### src/common/fc_pkg.sv
// Data types and widths shared by the FC layer datapath
// Element, word and accumulator types plus the requantization constant

package fc_pkg;

  // Stream and buffer word
  localparam int DATA_W = 32;

  // Elements per word, which is also the length of the PE chain
  localparam int BYTES_PER_WORD = 4;

  // Accumulator width
  localparam int ACC_W = 28;

  // Width of the size input in elements
  localparam int SIZE_W = 11;

  // Right shift applied before saturation to 7 bits
  localparam int OUT_SHIFT = 6;

  // Signed feature, weight or bias element
  typedef logic signed [7:0] elem_t;

  // Byte i of a word holds element 4w+i
  typedef logic [DATA_W-1:0] word_t;

  typedef logic signed [ACC_W-1:0] acc_t;

endpackage

### src/pe/pe_mult.sv
// Four-stage pipelined signed 8x8 multiplier
// Works on magnitudes and restores the sign in the last stage

`timescale 1ns/10ps

module pe_mult
  import fc_pkg::*;
(
  input  logic  clk,
  input  logic  en,
  input  elem_t a,
  input  elem_t b,
  output acc_t  p
);

  logic [7:0]  a_mag;
  logic [7:0]  b_mag;
  logic        sign1;
  logic        sign2;
  logic        sign3;
  logic [15:0] pp [8];
  logic [15:0] sum2 [4];
  logic [15:0] sum3;

  ////////////////////////////////////////////////////////////////////////////
  // Stage 1 takes magnitudes and the product sign
  ////////////////////////////////////////////////////////////////////////////

  always_ff @(posedge clk) begin
    if (en) begin
      a_mag <= a[7] ? 8'(-a) : 8'(a);
      b_mag <= b[7] ? 8'(-b) : 8'(b);
      sign1 <= a[7] ^ b[7];
    end
  end

  // Shifted partial products, one per multiplier bit
  always_comb begin
    for (int i = 0; i < 8; i++) begin
      pp[i] = b_mag[i] ? (16'(a_mag) << i) : 16'd0;
    end
  end

  ////////////////////////////////////////////////////////////////////////////
  // Stages 2 and 3 reduce the partial products pairwise
  ////////////////////////////////////////////////////////////////////////////

  always_ff @(posedge clk) begin
    if (en) begin
      for (int k = 0; k < 4; k++) begin
        sum2[k] <= pp[2*k] + pp[2*k+1];
      end
      sign2 <= sign1;
    end
  end

  always_ff @(posedge clk) begin
    if (en) begin
      sum3  <= (sum2[0] + sum2[1]) + (sum2[2] + sum2[3]);
      sign3 <= sign2;
    end
  end

  ////////////////////////////////////////////////////////////////////////////
  // Stage 4 applies the sign
  ////////////////////////////////////////////////////////////////////////////

  always_ff @(posedge clk) begin
    if (en) begin
      p <= sign3 ? -acc_t'(sum3) : acc_t'(sum3);
    end
  end

endmodule

### src/pe/pe_mac.sv
// Processing element of the systolic chain
// Multiplies feature by weight, accumulates, and forwards the feature

`timescale 1ns/10ps

module pe_mac
  import fc_pkg::*;
(
  input  logic  clk,
  input  logic  en,
  input  logic  first,
  input  elem_t a_in,
  input  elem_t b,
  output elem_t a_out,
  output acc_t  acc
);

  acc_t       p;
  logic [3:0] first_d;

  pe_mult u_mult (
    .clk (clk),
    .en  (en),
    .a   (a_in),
    .b   (b),
    .p   (p)
  );

  always_ff @(posedge clk) begin
    if (en) begin
      // First flag rides along with the multiplier pipeline
      first_d <= {first_d[2:0], first};
      // Next PE sees this feature one cycle later
      a_out   <= a_in;
      if (first_d[3]) begin
        acc <= p;
      end else begin
        acc <= acc + p;
      end
    end
  end

endmodule

### config.mk
export PLATFORM = sky130hd
export DESIGN_NAME = pe_mac
export DESIGN_NICKNAME = d
export VERILOG_FILES = /design/src/common/fc_pkg.sv /design/src/pe/pe_mult.sv /design/src/pe/pe_mac.sv
export SDC_FILE = /design/constraint.sdc
export NUM_CORES = 1
export LEC_CHECK = 0
export BUFFER_PORTS_ARGS = -buffer_cell sky130_fd_sc_hd__buf_2
export CAP_MARGIN = 20
export CORE_MARGIN = 2
export CORE_UTILIZATION = 58
export CTS_BUF_LIST = sky130_fd_sc_hd__clkbuf_2 sky130_fd_sc_hd__clkbuf_4 sky130_fd_sc_hd__clkbuf_8
export CTS_CLUSTER_DIAMETER = 200
export CTS_CLUSTER_SIZE = 20
export DETAILED_ROUTE_END_ITERATION = 6
export PLACE_DENSITY_LB_ADDON = 0.3
export SYNTH_ARGS = -nofsm -noshare
export SYNTH_HDL_FRONTEND = slang
export SYNTH_HIERARCHICAL = 1
export SYNTH_SLANG_ARGS = --single-unit
### constraint.sdc
create_clock -name clk -period 3.6 [get_ports clk]
set_input_delay 0 -clock clk [delete_from_list [all_inputs] [get_ports clk]]
set_output_delay 0 -clock clk [all_outputs]
set_load 0.05 [all_outputs]
**Word-level counts from Yosys, hierarchy flattened**

Memory sizes are Yosys's and may differ from the RTL's.
Cells that the tools add are included.
W data, S select, Z words.

- Bitwise gates (word level): 1
- Muxes and demuxes: 14
- Add/sub/neg operators: 11

Operators with widths:

| operator | number |
|---|---|
| $add A16 B16 Y16 | 7 |
| $add A28 B28 Y28 | 1 |
| $mux W28 | 1 |
| $neg A16 Y28 | 1 |
| $mux W16 | 1 |
| $neg A8 Y8 | 2 |
| $mux W15 | 1 |
| $mux W14 | 1 |
| $mux W7 | 2 |
| $mux W13 | 1 |
| $mux W12 | 1 |
| $mux W11 | 1 |
| $mux W10 | 1 |
| $mux W9 | 1 |
| $mux W8 | 1 |
| $mux W1 | 2 |
| $xor A1 B1 Y1 | 1 |

- Bits of input ports: 19
- Logic and storage cells: 40
- Register bits after elaboration: 103
- Output and inout port bits: 36
- Memory bits (writable): 64
- Memories kept: 1

Memories:

| name | depth | bits a word | read ports | clocked after Yosys merged registers in | write ports | RTL line | source |
|---|---|---|---|---|---|---|---|
| u_mult.sum2 | 4 | 16 | 4 | 0 | 4 | pe_mult.sv:22 | `logic [15:0] sum2 [4];` |

**Logic depth before layout (Yosys ltp)**

Gate-level depths: netlist of run 1.
An unclocked memory read counts as a cell.

- Depth in word-level cells: 3
- Gate-level depth with buffers: 11
- Depth with buffers taken out: 11

**Cells and area by module**

The synthesis of run 1 kept the hierarchy.

By module, submodules not included:

| module | area an instance (um2) | times used | cells each | seq. area each (um2) |
|---|---|---|---|---|
| pe_mult | 6236.0 | 1 | 535 | 3062.9 |
| pe_mac | 2877.8 | 1 | 295 | 1201.2 |

**Worst setup path after synthesis of run 1**

Ideal clock, no wire load.

- Path type: register to register
- From: reg acc[0]
- To: reg acc[24], data pin
- Arrival time: 2.786 ns
- Cell stages (with the launch flop): 12
- Setup time: 0.257 ns
- Period minus slack after synthesis: 3.043 ns
- Slack: 0.557 ns
- Data required time: 3.343 ns
- Path buffers: 0
- Cells stage by stage: edfxtp_1 > ha_1 > inv_1 > fa_1 > nor2b_1 > o21ai_0 > a21boi_1 > o211ai_1 > a21o_1 > a311oi_2 > nand3_1 > a32o_1

- Word-level cells in the longest chain between the ends: 2

RTL lines:

| item | RTL line | source |
|---|---|---|
| from (decl) | pe_mac.sv:15 | `output acc_t acc` |
| from (signal assigned) | pe_mac.sv:36 | `acc <= p;` |
| from (signal assigned) | pe_mac.sv:38 | `acc <= acc + p;` |
| $add A28 B28 Y28 | pe_mac.sv:38 |  |
| $mux W28 | pe_mac.sv:35 | `if (first_d[3]) begin` |

Every way passes these cells.
A chain may end at the register's enable or synchronous reset.

==> impl_metrics.csv, run 1 <==
group,metric,value,unit
status,status,"completed",
logic_synthesis,synth_edf_count,142,
floorplanning,start_util,0.597,
routing,drt_first_pass_iters,5,
placement,dp.cells,1083,
worst_hold_path,hold_path_class,"in -> reg",
placement,place_congestion,0.882,
timing,final.period_utilization,0.889,
clock_tree,cts_max_level,4,
timing,tns,0,ns
routing,viasPerCell,5.54,
power,seqPwrFrac,0.384,
clock_tree,path_clk_slew,0.07,ns
clock_tree,cts.sinks,142,
logic_synthesis,synth.most_common_cell,"edfxtp_1",
floorplanning,num_rows,45,
finish,fin_util,0.673,
power,internal-power,4.24,mW
routing,wire_per_inst,14.4,um
logic_synthesis,yosys.area_share.simple,0.134,
logic_synthesis,synthXorXnorAreaFrac,0.0625,
timing,fin_crit,3.20,ns
finish,drive_above_1_share,0.112,
floorplanning,die_h,129,um
power,powerDensity,640,nW/um^2
power,clkPwrFrac,0.227,
routing,drt_iter0_drc,323,
setup_path,rrSetupSlack,0.40,ns
setup_path,cp-start-kind,"register",
logic_synthesis,synthTopCellsByCount,"edfxtp_1, ha_1, nand2_1, inv_1, xnor2_1",
setup_path,worstRegToRegCells,11,
power,swShare,0.354,
power,switching_power,2.33,mW
placement,portBuffers,54,
power,p_comb_frac,0.390,
logic_synthesis,syn_avg_cell_area,11.0,um^2
floorplanning,core_region_area,15300,um^2
placement,dp_hpwl,12000,um
clock_tree,insertion_delay,0.46,ns
finish,finalNetCount,1029,
logic_synthesis,synth.area.top_cells,"edfxtp_1, ha_1, xnor2_1, fa_1, and2_1",
logic_synthesis,mappedNetlistArea,9110,um^2
global_route,grt_use_total,0.210,
floorplanning,die_area,16700,um^2
clock_tree,root_buffer,"clkbuf_8",
power,cellLeakagePower,4.23,nW
logic_synthesis,ys_ff_latch,142,
clock_tree,ctsLongestPathBuffers,2,
logic_synthesis,ys_seq_area_frac,0.468,
global_route,grt_pass1_wl,27600,um
logic_synthesis,synthAdderAreaFrac,0.151,
logic_synthesis,yosys.area.top_type_share,0.468,
setup_path,worstReg2RegStart,"u_mult/sum2[0][4]",
routing,antenna_left,0,
logic_synthesis,synthCells,830,
timing,slew_headroom,0.346,
timing,clock_skew,0.0141,ns
setup_path,cp.required,3.81,ns
logic_synthesis,synth_top_family_by_area,"adder cells",
setup_path,crit_start,"u_mult/sum2[0][4]",
power,report.power.total,6.56,mW
finish,syn_to_final_growth,12.6,%
logic_synthesis,ys_types,66,
timing,rsz0062_at_grt,"false",
finish,antenna_cells,0,
floorplanning,io_pins,55,
routing,vias,6279,
logic_synthesis,ys_async_sr_fraction,0,
timing,worst_pin_slew,0.981,ns
setup_path,regToRegEndpoint,"u_mult/sum3[14]",
logic_synthesis,syn_nets,948,
global_route,grt.overflow.total,0,
logic_synthesis,synth_compound_area_frac,0.144,
logic_synthesis,yosysTopAreaCell,"edfxtp_1",
logic_synthesis,synthMuxAreaShare,0.00233,
finish,fin_cells,1134,
setup_path,crit_end,"u_mult/sum3[14]",
timing,fmax,0.313,GHz
timing,setup_viol,0,
clock_tree,cts_buffers,17,
power,ir_worst_vdd,0.293,mV
logic_synthesis,synthFlopType,"edfxtp_1",
global_route,antenna_found_initial,0,
floorplanning,fp.dieW,129,um
global_route,grt_max_degree,108,
setup_path,worstPathArrival,3.41,ns
setup_path,cp-end-kind,"register",
logic_synthesis,yosysWarnings,6,
job,max_cap_violations,0,
timing,hold_violations,0,
timing,report.final.slew_viol_count,0,
routing,drcViolationCount,0,
routing,routed_wirelength,16400,um
clock_tree,cts_tree,"yes",
setup_path,worst-path-max-fanout,3,
global_route,first_global_vias,6068,
setup_path,path_class,"reg -> reg",
-- state kept, by name, indices dropped and copies added, names as in the netlist --
| signal | count |
|---|---|
| a_out | 8 |
| acc | 28 |
| first_d | 4 |
| u_mult/a_mag | 8 |
| u_mult/b_mag | 8 |
| u_mult/p | 27 |
| u_mult/sign1 | 1 |
| u_mult/sign2 | 1 |
| u_mult/sign3 | 1 |
| u_mult/sum2 | 40 |
| u_mult/sum3 | 16 |
-- cell usage in the layout (no fill, tap or decap), types with 24 or more instances in the layout --
| cell | Yosys | routed |
|---|---|---|
| and2_1 | 53 | 53 |
| ha_1 | 81 | 81 |
| nor3_1 | 24 | 24 |
| buf_2 | 0 | 53 |
| xnor2_1 | 54 | 54 |
| nor2_1 | 39 | 39 |
| inv_1 | 68 | 68 |
| nand2_1 | 73 | 73 |
| edfxtp_1 | 142 | 142 |
| a21oi_1 | 34 | 34 |
| o21ai_0 | 51 | 51 |
-- power groups by stage --
stage / sequential (mW) / combinational (mW) / clock, mW
after detailed placement: 2.55 / 2.53 / 0
after floorplan: 2.75 / 1.78 / 0
after global placement: 2.54 / 2.45 / 0
final: 2.52 / 2.56 / 1.49
after global routing: 2.56 / 2.88 / 1.57
after CTS: 2.52 / 2.56 / 1.51
-- layer usage --
layer / global-route usage / share of wire / vias up
li1: - / - / 3174
met1: 0.250 / 0.44 / 2940
met5: 0 / 0 / -
met2: 0.379 / 0.51 / 142
met4: 0.0716 / 0.018 / 0
met3: 0.0413 / 0.040 / 23
-- metrics by stage --
step / hold WS (ns) / worst slack [ns] / instance area (um^2)
after floorplan: 0.0989 / 0.557 / 9110
after global placement: 0.177 / 0.497 / 9600
after detailed placement: 0.179 / 0.390 / 9600
after CTS: 0.185 / 0.385 / 10300
after global routing: 0.202 / 0.249 / 10300
final: 0.128 / 0.400 / 10300
-- cell type report --
class / count / area [um^2]
clock buffers: 19 / 249
clock inverters: 12 / 215
fillers: 1173 / 5000
inverters: 69 / 259
multi-input cells: 603 / 4500
flip-flops and latches: 142 / 4260
well taps: 211 / 264
repair buffers: 78 / 507
-- kinds of logic (layout without fill, tap and decap cells) --
family,count (synthesis),count (layout)
flip-flops,142,142
adder cells (fa/ha/maj),99,99
AND/OR/NAND/NOR,241,241
XOR/XNOR,65,65
buffers and inverters,85,178
multiplexers,2,2
AO/OA/AOI/OAI,196,196
-- worst min-delay path by stage --
| stage | depth (start not counted) | end | startpoint | slack [ns] |
|---|---|---|---|---|
| after global routing | 1 | u_mult/sum2[3][9] | en | 0.20 |
| after global placement | 1 | first_d[0] | first | 0.18 |
| after floorplan | 0 | a_out[0] | a_in[0] | 0.1 |
| final | 1 | u_mult/sum2[3][9] | en | 0.13 |
| after CTS | 1 | u_mult/sum2[3][10] | en | 0.19 |
| after detailed placement | 1 | first_d[0] | first | 0.18 |
-- timing repair --
| action | in CTS | in global routing |
|---|---|---|
| endpoints found under the hold margin | 26 | 0 |
| hold buffers | 20 | 0 |
| buffers inserted | 0 | 0 |
| resized for setup | 0 | 0 |
-- worst max-delay path: stages, from the launching register on --
cell and delay [ns]:
edfxtp_1 0.33, inv_1 0.06, fa_1 0.52, inv_1 0.04, ha_1 0.28, ha_1 0.24
fa_1 0.43, a211oi_1 0.25, o21ai_1 0.14, a2111oi_0 0.42, or3_1 0.18, xnor2_1 0.06
Note: power is estimated with default switching activity, not from simulation.
==> inputs of run 2 (changes only) <==
CORE_MARGIN = 5   (was 2)
SYNTH_HIERARCHICAL = unset   (was 1)
==> run 2 against run 1 <==
  * Clock skew fell by 0.0034 ns
  * Sequential power about the same
  * First-iteration DRC count shrank 11%
  * Final cell count increased by 1.1%
  * Global-route usage down 2.4 points
  * Via count is 1.0% lower
  * Wire length is 1.7% lower
  * Critical path type unchanged
  * Register-to-register slack lost 0.097 ns
  * Non-clock buffer count rose by 1
  * Flip-flop and latch count is 1 lower
  * Critical path depth increased by 2
  * Maximum frequency decreased by 2.9%
==> impl_metrics.csv, run 2 <==
group,metric,value,unit
logic_synthesis,yosys.area.top_type_share,0.464,
timing,hold_violations,0,
setup_path,crit_start,"u_mult.sum2[0][4]",
setup_path,cp_slowest_cell,"fa_1",
logic_synthesis,syn_avg_cell_area,10.8,um^2
global_route,first_global_vias,6069,
setup_path,path_class,"reg -> reg",
logic_synthesis,ys_types,64,
floorplanning,die_h,135,um
logic_synthesis,ys_ff_latch,141,
placement,dp_hpwl,12000,um
timing,worst_pin_slew,0.817,ns
floorplanning,die_area,18300,um^2
setup_path,worst-path-max-fanout,3,
routing,routed_wirelength,16100,um
global_route,antenna_found_initial,0,
finish,largest_reg_flops,40,
power,cellLeakagePower,4.30,nW
finish,antenna_cells,0,
placement,portBuffers,54,
power,seqPwrFrac,0.398,
power,switching_power,2.43,mW
power,swShare,0.385,
timing,fin_crit,3.30,ns
clock_tree,cts.sinks,141,
setup_path,crit_chain,"inv_1, fa_1, inv_1, ha_1, ha_1, fa_1, a21o_1, a21oi_1, o21bai_1, a21oi_1, o21ai_0, nand4_1, o311ai_1",
logic_synthesis,synth_compound_area_frac,0.142,
logic_synthesis,syn_nets,961,
finish,top_regs,"u_mult.sum2 x40, acc x28, u_mult.p x27",
setup_path,rrSetupSlack,0.30,ns
timing,final.period_utilization,0.916,
routing,viasPerCell,5.42,
worst_hold_path,hold_path_depth,1,
setup_path,cpPeakStageDelay,0.53,ns
placement,place_congestion,0.898,
clock_tree,post_cts_buffers,0,
timing,setup_viol,0,
clock_tree,insertion_delay,0.46,ns
clock_tree,path_clk_slew,0.08,ns
power,ir_worst_vdd,0.383,mV
routing,drcViolationCount,0,
floorplanning,num_rows,45,
timing,rsz0062_at_grt,"false",
logic_synthesis,yosysWarnings,0,
power,internal-power,3.87,mW
logic_synthesis,synthFlopType,"edfxtp_1",
setup_path,cp.required,3.79,ns
logic_synthesis,synth.area.top_cells,"edfxtp_1, ha_1, xnor2_1, fa_1, and2_1",
logic_synthesis,mappedNetlistArea,9130,um^2
setup_path,cp-end-kind,"register",
setup_path,regToRegEndpoint,"u_mult.sum3[14]",
floorplanning,io_pins,55,
status,status,"completed",
timing,report.final.slew_viol_count,0,
logic_synthesis,yosys.area_share.simple,0.126,
routing,wire_per_inst,14.0,um
finish,regMostFlops,"u_mult.sum2",
timing,clock_skew,0.0107,ns
finish,finalInstanceArea,10200,um^2
logic_synthesis,yosysTopAreaCell,"edfxtp_1",
power,p_comb_frac,0.424,
finish,nFillCells,1214,
timing,fmax,0.303,GHz
worst_hold_path,hold_path_end,"u_mult.sum2[3][13]",
routing,drt_iter0_drc,286,
timing,whs,0.113,ns
setup_path,worstRegToRegCells,13,
worst_hold_path,min_from,"en",
logic_synthesis,synthTopCellsByCount,"edfxtp_1, inv_1, ha_1, nand2_1, o21ai_0",
routing,drt_first_pass_iters,5,
floorplanning,start_util,0.596,
logic_synthesis,synth.most_common_cell,"edfxtp_1",
global_route,grt_use_total,0.186,
setup_path,cp-start-kind,"register",
setup_path,worstPathArrival,3.49,ns
finish,layout_common_cells,"edfxtp_1, inv_1, ha_1",
power,clkPwrFrac,0.178,
routing,vias,6214,
logic_synthesis,ys_async_sr_fraction,0,
timing,slew_headroom,0.456,
global_route,grt.overflow.total,0,
floorplanning,core_region_area,15300,um^2
global_route,grt_max_degree,95,
floorplanning,fp.dieW,135,um
worst_hold_path,hold_path_class,"in -> reg",
finish,layout_commonest_cell,"edfxtp_1",
timing,finalWorstSetupSlack,0.303,ns
global_route,grt_pass1_wl,27300,um
clock_tree,cts_max_level,4,
power,powerDensity,620,nW/um^2
logic_synthesis,synthAdderAreaFrac,0.151,
clock_tree,ctsLongestPathBuffers,2,
logic_synthesis,ys_seq_area_frac,0.464,
logic_synthesis,synthMuxAreaShare,0.00357,
placement,pre_cts_slack,0.241,ns
setup_path,critPathTopFamily,"adder cells",
logic_synthesis,synth_top_family_by_area,"adder cells",
finish,drive_above_1_share,0.113,
timing,tns,0,ns
logic_synthesis,synth_edf_count,141,
clock_tree,cts_tree,"yes",
setup_path,crit_buf_inv,2,
job,max_cap_violations,0,
setup_path,worstReg2RegStart,"u_mult.sum2[0][4]",
logic_synthesis,synthCells,843,
finish,finalNetCount,1041,
placement,dpl-instance-area,9590,um^2
clock_tree,root_buffer,"clkbuf_8",
routing,antenna_left,0,
finish,syn_to_final_growth,11.3,%
logic_synthesis,synthXorXnorAreaFrac,0.0681,
clock_tree,cts_buffers,17,
run 2: cell types whose count changed after synthesis, moves of 3 or more:
cell	change
nand2b_1	+5
a311oi_1	+3
o21ai_0	+5
nor2b_1	-7
a211oi_1	-13
o21a_1	-19
a21oi_1	+16
a221oi_1	-4
nor3_1	-15
inv_1	+15
a21boi_0	+3
o31a_1	+12
xor2_1	+7
run 2: power groups by stage:
stage	logic (mW)	registers [mW]	clock network, mW
detailed placement	2.62	2.54	0
global placement	2.55	2.53	0
finish	2.67	2.50	1.12
global route	3.00	2.54	1.22
CTS	2.66	2.51	1.14
floorplan	1.88	2.75	0
run 2: cell type report:
type	count	area, um^2	area share
clock inverters	13	93.8	0.00924
multi-input cells	601	4480	0.442
repair buffers	79	517	0.0509
clock buffers	19	249	0.0245
well taps	211	264	0.0260
inverters	83	312	0.0307
flip-flops and latches	141	4230	0.417
run 2: cell families after synthesis:
| logic type | after synthesis |
|---|---|
| fa+ha+maj | 99 |
| mux | 3 |
| simple gates | 227 |
| buf+inv | 101 |
| xor+xnor | 71 |
| compound gates | 201 |
| flops | 141 |
run 2: what timing repair did:
item,4_1_cts,5_1_grt
hold buffers,21,0
resized for setup,0,2
endpoints found under the hold margin,25,0
setup endpoints to repair,0,2
run 2: worst max path at each step:
stage                            endpoint  slack, ns  cells after the start
after detailed placement  u_mult.sum3[15]       0.24                     11
after global routing      u_mult.sum3[14]       0.06                     13
after floorplan           u_mult.sum3[14]       0.53                     12
after CTS                 u_mult.sum3[15]       0.22                     11
final                     u_mult.sum3[14]       0.30                     13
after global placement    u_mult.sum3[15]       0.34                     11
run 2: metrics by stage:
stage | instances | utilization | total power [mW]
6_report | 1147 | 0.663 | 6.30
5_1_grt | 1147 | 0.663 | 6.76
4_1_cts | 1147 | 0.663 | 6.31
3_5_place_dp | 1094 | 0.626 | 5.16
3_3_place_gp | 1094 | 0.626 | 5.08
2_1_floorplan | 843 | - | 4.63
run 2: routing by layer:
metal | track usage | vias up | share of wire
met2 | 0.321 | 106 | 0.49
met5 | 0 | - | 0
met3 | 0.0416 | 29 | 0.037
met4 | 0.0666 | 0 | 0.022
met1 | 0.230 | 2886 | 0.45
li1 | - | 3193 | -
==> inputs of run 3 (changes only) <==
ABC_AREA = 1   (was unset)
==> run 3 against run 2 <==
  * Clock skew grew 0.011 ns
  * Wire length grew 28%
  * Clock power grew 18%
  * Synthesized cell count grew 43%
  * Maximum frequency grew 8.9%
  * Largest cell class unchanged
==> impl_metrics.csv, run 3 <==
group,metric,value,unit
status,status,"completed",
finish,syn_to_final_growth,10.7,%
timing,setup_viol,0,
logic_synthesis,yosysTopAreaCell,"edfxtp_1",
timing,worst_pin_slew,0.849,ns
setup_path,worstRegToRegCells,12,
logic_synthesis,synthFlopType,"edfxtp_1",
logic_synthesis,synth.most_common_cell,"nand2_1",
logic_synthesis,syn_nets,1322,
routing,drcViolationCount,0,
logic_synthesis,ys_types,39,
finish,drive_above_1_share,0.0918,
worst_hold_path,hold_path_class,"in -> reg",
finish,layout_common_cells,"nand2_1, inv_1, edfxtp_1",
clock_tree,cts.sinks,141,
global_route,grt_pass1_wl,34600,um
power,ir_worst_vdd,0.379,mV
routing,drt_first_pass_iters,5,
clock_tree,cts_buffers,17,
finish,fin_util,0.648,
floorplanning,die_area,20000,um^2
power,powerDensity,629,nW/um^2
setup_path,cp-end-kind,"register",
timing,rsz0062_at_grt,"false",
timing,final.period_utilization,0.841,
finish,layout_commonest_cell,"nand2_1",
clock_tree,cts_tree,"yes",
finish,top_regs,"u_mult.sum2 x40, acc x28, u_mult.p x27",
clock_tree,path_clk_slew,0.09,ns
timing,whs,0.129,ns
clock_tree,ctsLongestPathBuffers,2,
floorplanning,fp.dieW,141,um
floorplanning,die_h,141,um
finish,regMostFlops,"u_mult.sum2",
clock_tree,cts-resized-gates,0,
routing,vias,7727,
timing,fin_crit,3.03,ns
worst_hold_path,hold_path_depth,1,
logic_synthesis,ys_seq_area_frac,0.423,
floorplanning,core_region_area,17100,um^2
power,swShare,0.430,
setup_path,rrSetupSlack,0.57,ns
job,max_cap_violations,0,
clock_tree,root_buffer,"clkbuf_8",
power,cellLeakagePower,5.86,nW
power,p_comb_frac,0.453,
logic_synthesis,yosys.area.top_type_share,0.423,
logic_synthesis,synth.area.top_cells,"edfxtp_1, nand2_1, ha_1, inv_1, xor2_1",
finish,antenna_cells,0,
setup_path,worstPathArrival,3.24,ns
timing,report.final.slew_viol_count,0,
routing,antenna_left,0,
clock_tree,insertion_delay,0.46,ns
placement,place_congestion,0.936,
timing,fmax,0.330,GHz
clock_tree,cts_max_level,4,
power,seqPwrFrac,0.358,
global_route,antenna_found_initial,0,
placement,pre_cts_slack,0.646,ns
routing,routed_wirelength,20600,um
timing,hold_violations,0,
timing,tns,0,ns
logic_synthesis,synthCells,1204,
placement,dp_hpwl,15700,um
timing,slew_headroom,0.434,
setup_path,cp-start-kind,"register",
logic_synthesis,ys_async_sr_fraction,0,
global_route,grt_use_total,0.214,
worst_hold_path,hold_path_end,"u_mult.sum2[2][13]",
logic_synthesis,ys_ff_latch,141,
setup_path,regToRegEndpoint,"u_mult.sum3[12]",
power,internal-power,3.98,mW
global_route,first_global_vias,7632,
logic_synthesis,syn_avg_cell_area,8.32,um^2
finish,largest_reg_flops,40,
clock_tree,post_cts_buffers,0,
routing,wire_per_inst,13.6,um
floorplanning,num_rows,48,
logic_synthesis,synth_edf_count,141,
timing,finalWorstSetupSlack,0.572,ns
logic_synthesis,yosysWarnings,0,
logic_synthesis,mappedNetlistArea,10000,um^2
floorplanning,io_pins,55,
power,switching_power,3.00,mW
routing,viasPerCell,5.11,
setup_path,path_class,"reg -> reg",
placement,portBuffers,54,
timing,clock_skew,0.0212,ns
setup_path,worst-path-max-fanout,5,
power,clkPwrFrac,0.189,
global_route,grt.overflow.total,0,
finish,finalNetCount,1391,
routing,drt_iter0_drc,470,
power,report.power.total,6.98,mW
worst_hold_path,min_from,"en",
setup_path,worstReg2RegStart,"u_mult.sum2[3][7]",
setup_path,cp.required,3.81,ns
logic_synthesis,synthTopCellsByCount,"nand2_1, inv_1, edfxtp_1, ha_1, nor2_1",
global_route,grt_max_degree,95,
floorplanning,start_util,0.585,
run 3: cell types whose count changed after synthesis, moves of 12 or more:
cell / before / now
inv_1: 83 / 247
xnor2_1: 53 / 16
nand2_1: 72 / 363
and2_1: 55 / 3
o21ai_0: 56 / 16
nand3_1: 7 / 56
clkbuf_1: 11 / 23
a21o_1: 19 / 6
o31a_1: 12 / 0
nor2_1: 38 / 69
xor2_1: 18 / 46
run 3: metrics by stage:
stage          cells  instance area [um^2]
6_report        1511                 11100
2_1_floorplan   1204                 10000
3_5_place_dp    1460                 10500
5_1_grt         1511                 11100
4_1_cts         1511                 11100
3_3_place_gp    1460                 10500
run 3: logic make-up after synthesis:
family | Yosys count | share of synthesized area
flops | 141 | 0.423
compound gates | 88 | 0.0509
xor+xnor | 62 | 0.0542
simple gates | 541 | 0.232
buf+inv | 273 | 0.103
fa+ha+maj | 99 | 0.137
run 3: per-layer routing:
metal / vias up / global-route usage / share of wire
li1: 3949 / - / -
met1: 3566 / 0.249 / 0.42
met2: 158 / 0.393 / 0.51
met3: 54 / 0.0374 / 0.039
met4: 0 / 0.0864 / 0.030
met5: - / 0 / 0
run 3: cell type report:
| cell class | count | area (um^2) |
|---|---|---|
| Clock buffer | 17 | 234 |
| Clock inverter | 15 | 174 |
| Fill cell | 1382 | 6030 |
| Inverter | 247 | 927 |
| Multi-Input combinational cell | 790 | 4740 |
| Sequential cell | 141 | 4230 |
| Tap cell | 225 | 282 |
| Timing Repair Buffer | 76 | 489 |
run 3: how the worst max path moves through the flow:
| stage | slack (ns) | cells after the start | from | to |
|---|---|---|---|---|
| after floorplan | 0.85 | 12 | u_mult.sum2[3][7] | u_mult.sum3[12] |
| after global placement | 0.78 | 12 | u_mult.sum2[3][7] | u_mult.sum3[12] |
| after detailed placement | 0.65 | 12 | u_mult.sum2[3][7] | u_mult.sum3[12] |
| after CTS | 0.61 | 12 | u_mult.sum2[3][7] | u_mult.sum3[12] |
| after global routing | 0.39 | 12 | u_mult.sum2[0][7] | u_mult.sum3[12] |
| final | 0.57 | 12 | u_mult.sum2[3][7] | u_mult.sum3[12] |
run 3: power groups by stage:
stage | registers, mW | clock network, mW | logic (mW)
after detailed placement | 2.54 | 0 | 3.11
after CTS | 2.50 | 1.33 | 3.15
after floorplan | 2.70 | 0 | 2.22
final | 2.50 | 1.32 | 3.16
after global placement | 2.52 | 0 | 3.01
after global routing | 2.53 | 1.40 | 3.58
run 3: repair_timing:
item	CTS	global route
setup endpoints to repair	0	0
endpoints found under the hold margin	25	0
hold buffers	19	0
run 3: worst max-delay path: stages, from the launching register on:
cell	delay [ns]
edfxtp_1	0.38
inv_1	0.08
fa_1	0.44
fa_1	0.51
inv_1	0.04
ha_1	0.35
a21oi_1	0.21
nand2_1	0.13
a21oi_1	0.25
inv_1	0.08
nand3_1	0.09
nand2_1	0.07
xor2_1	0.14
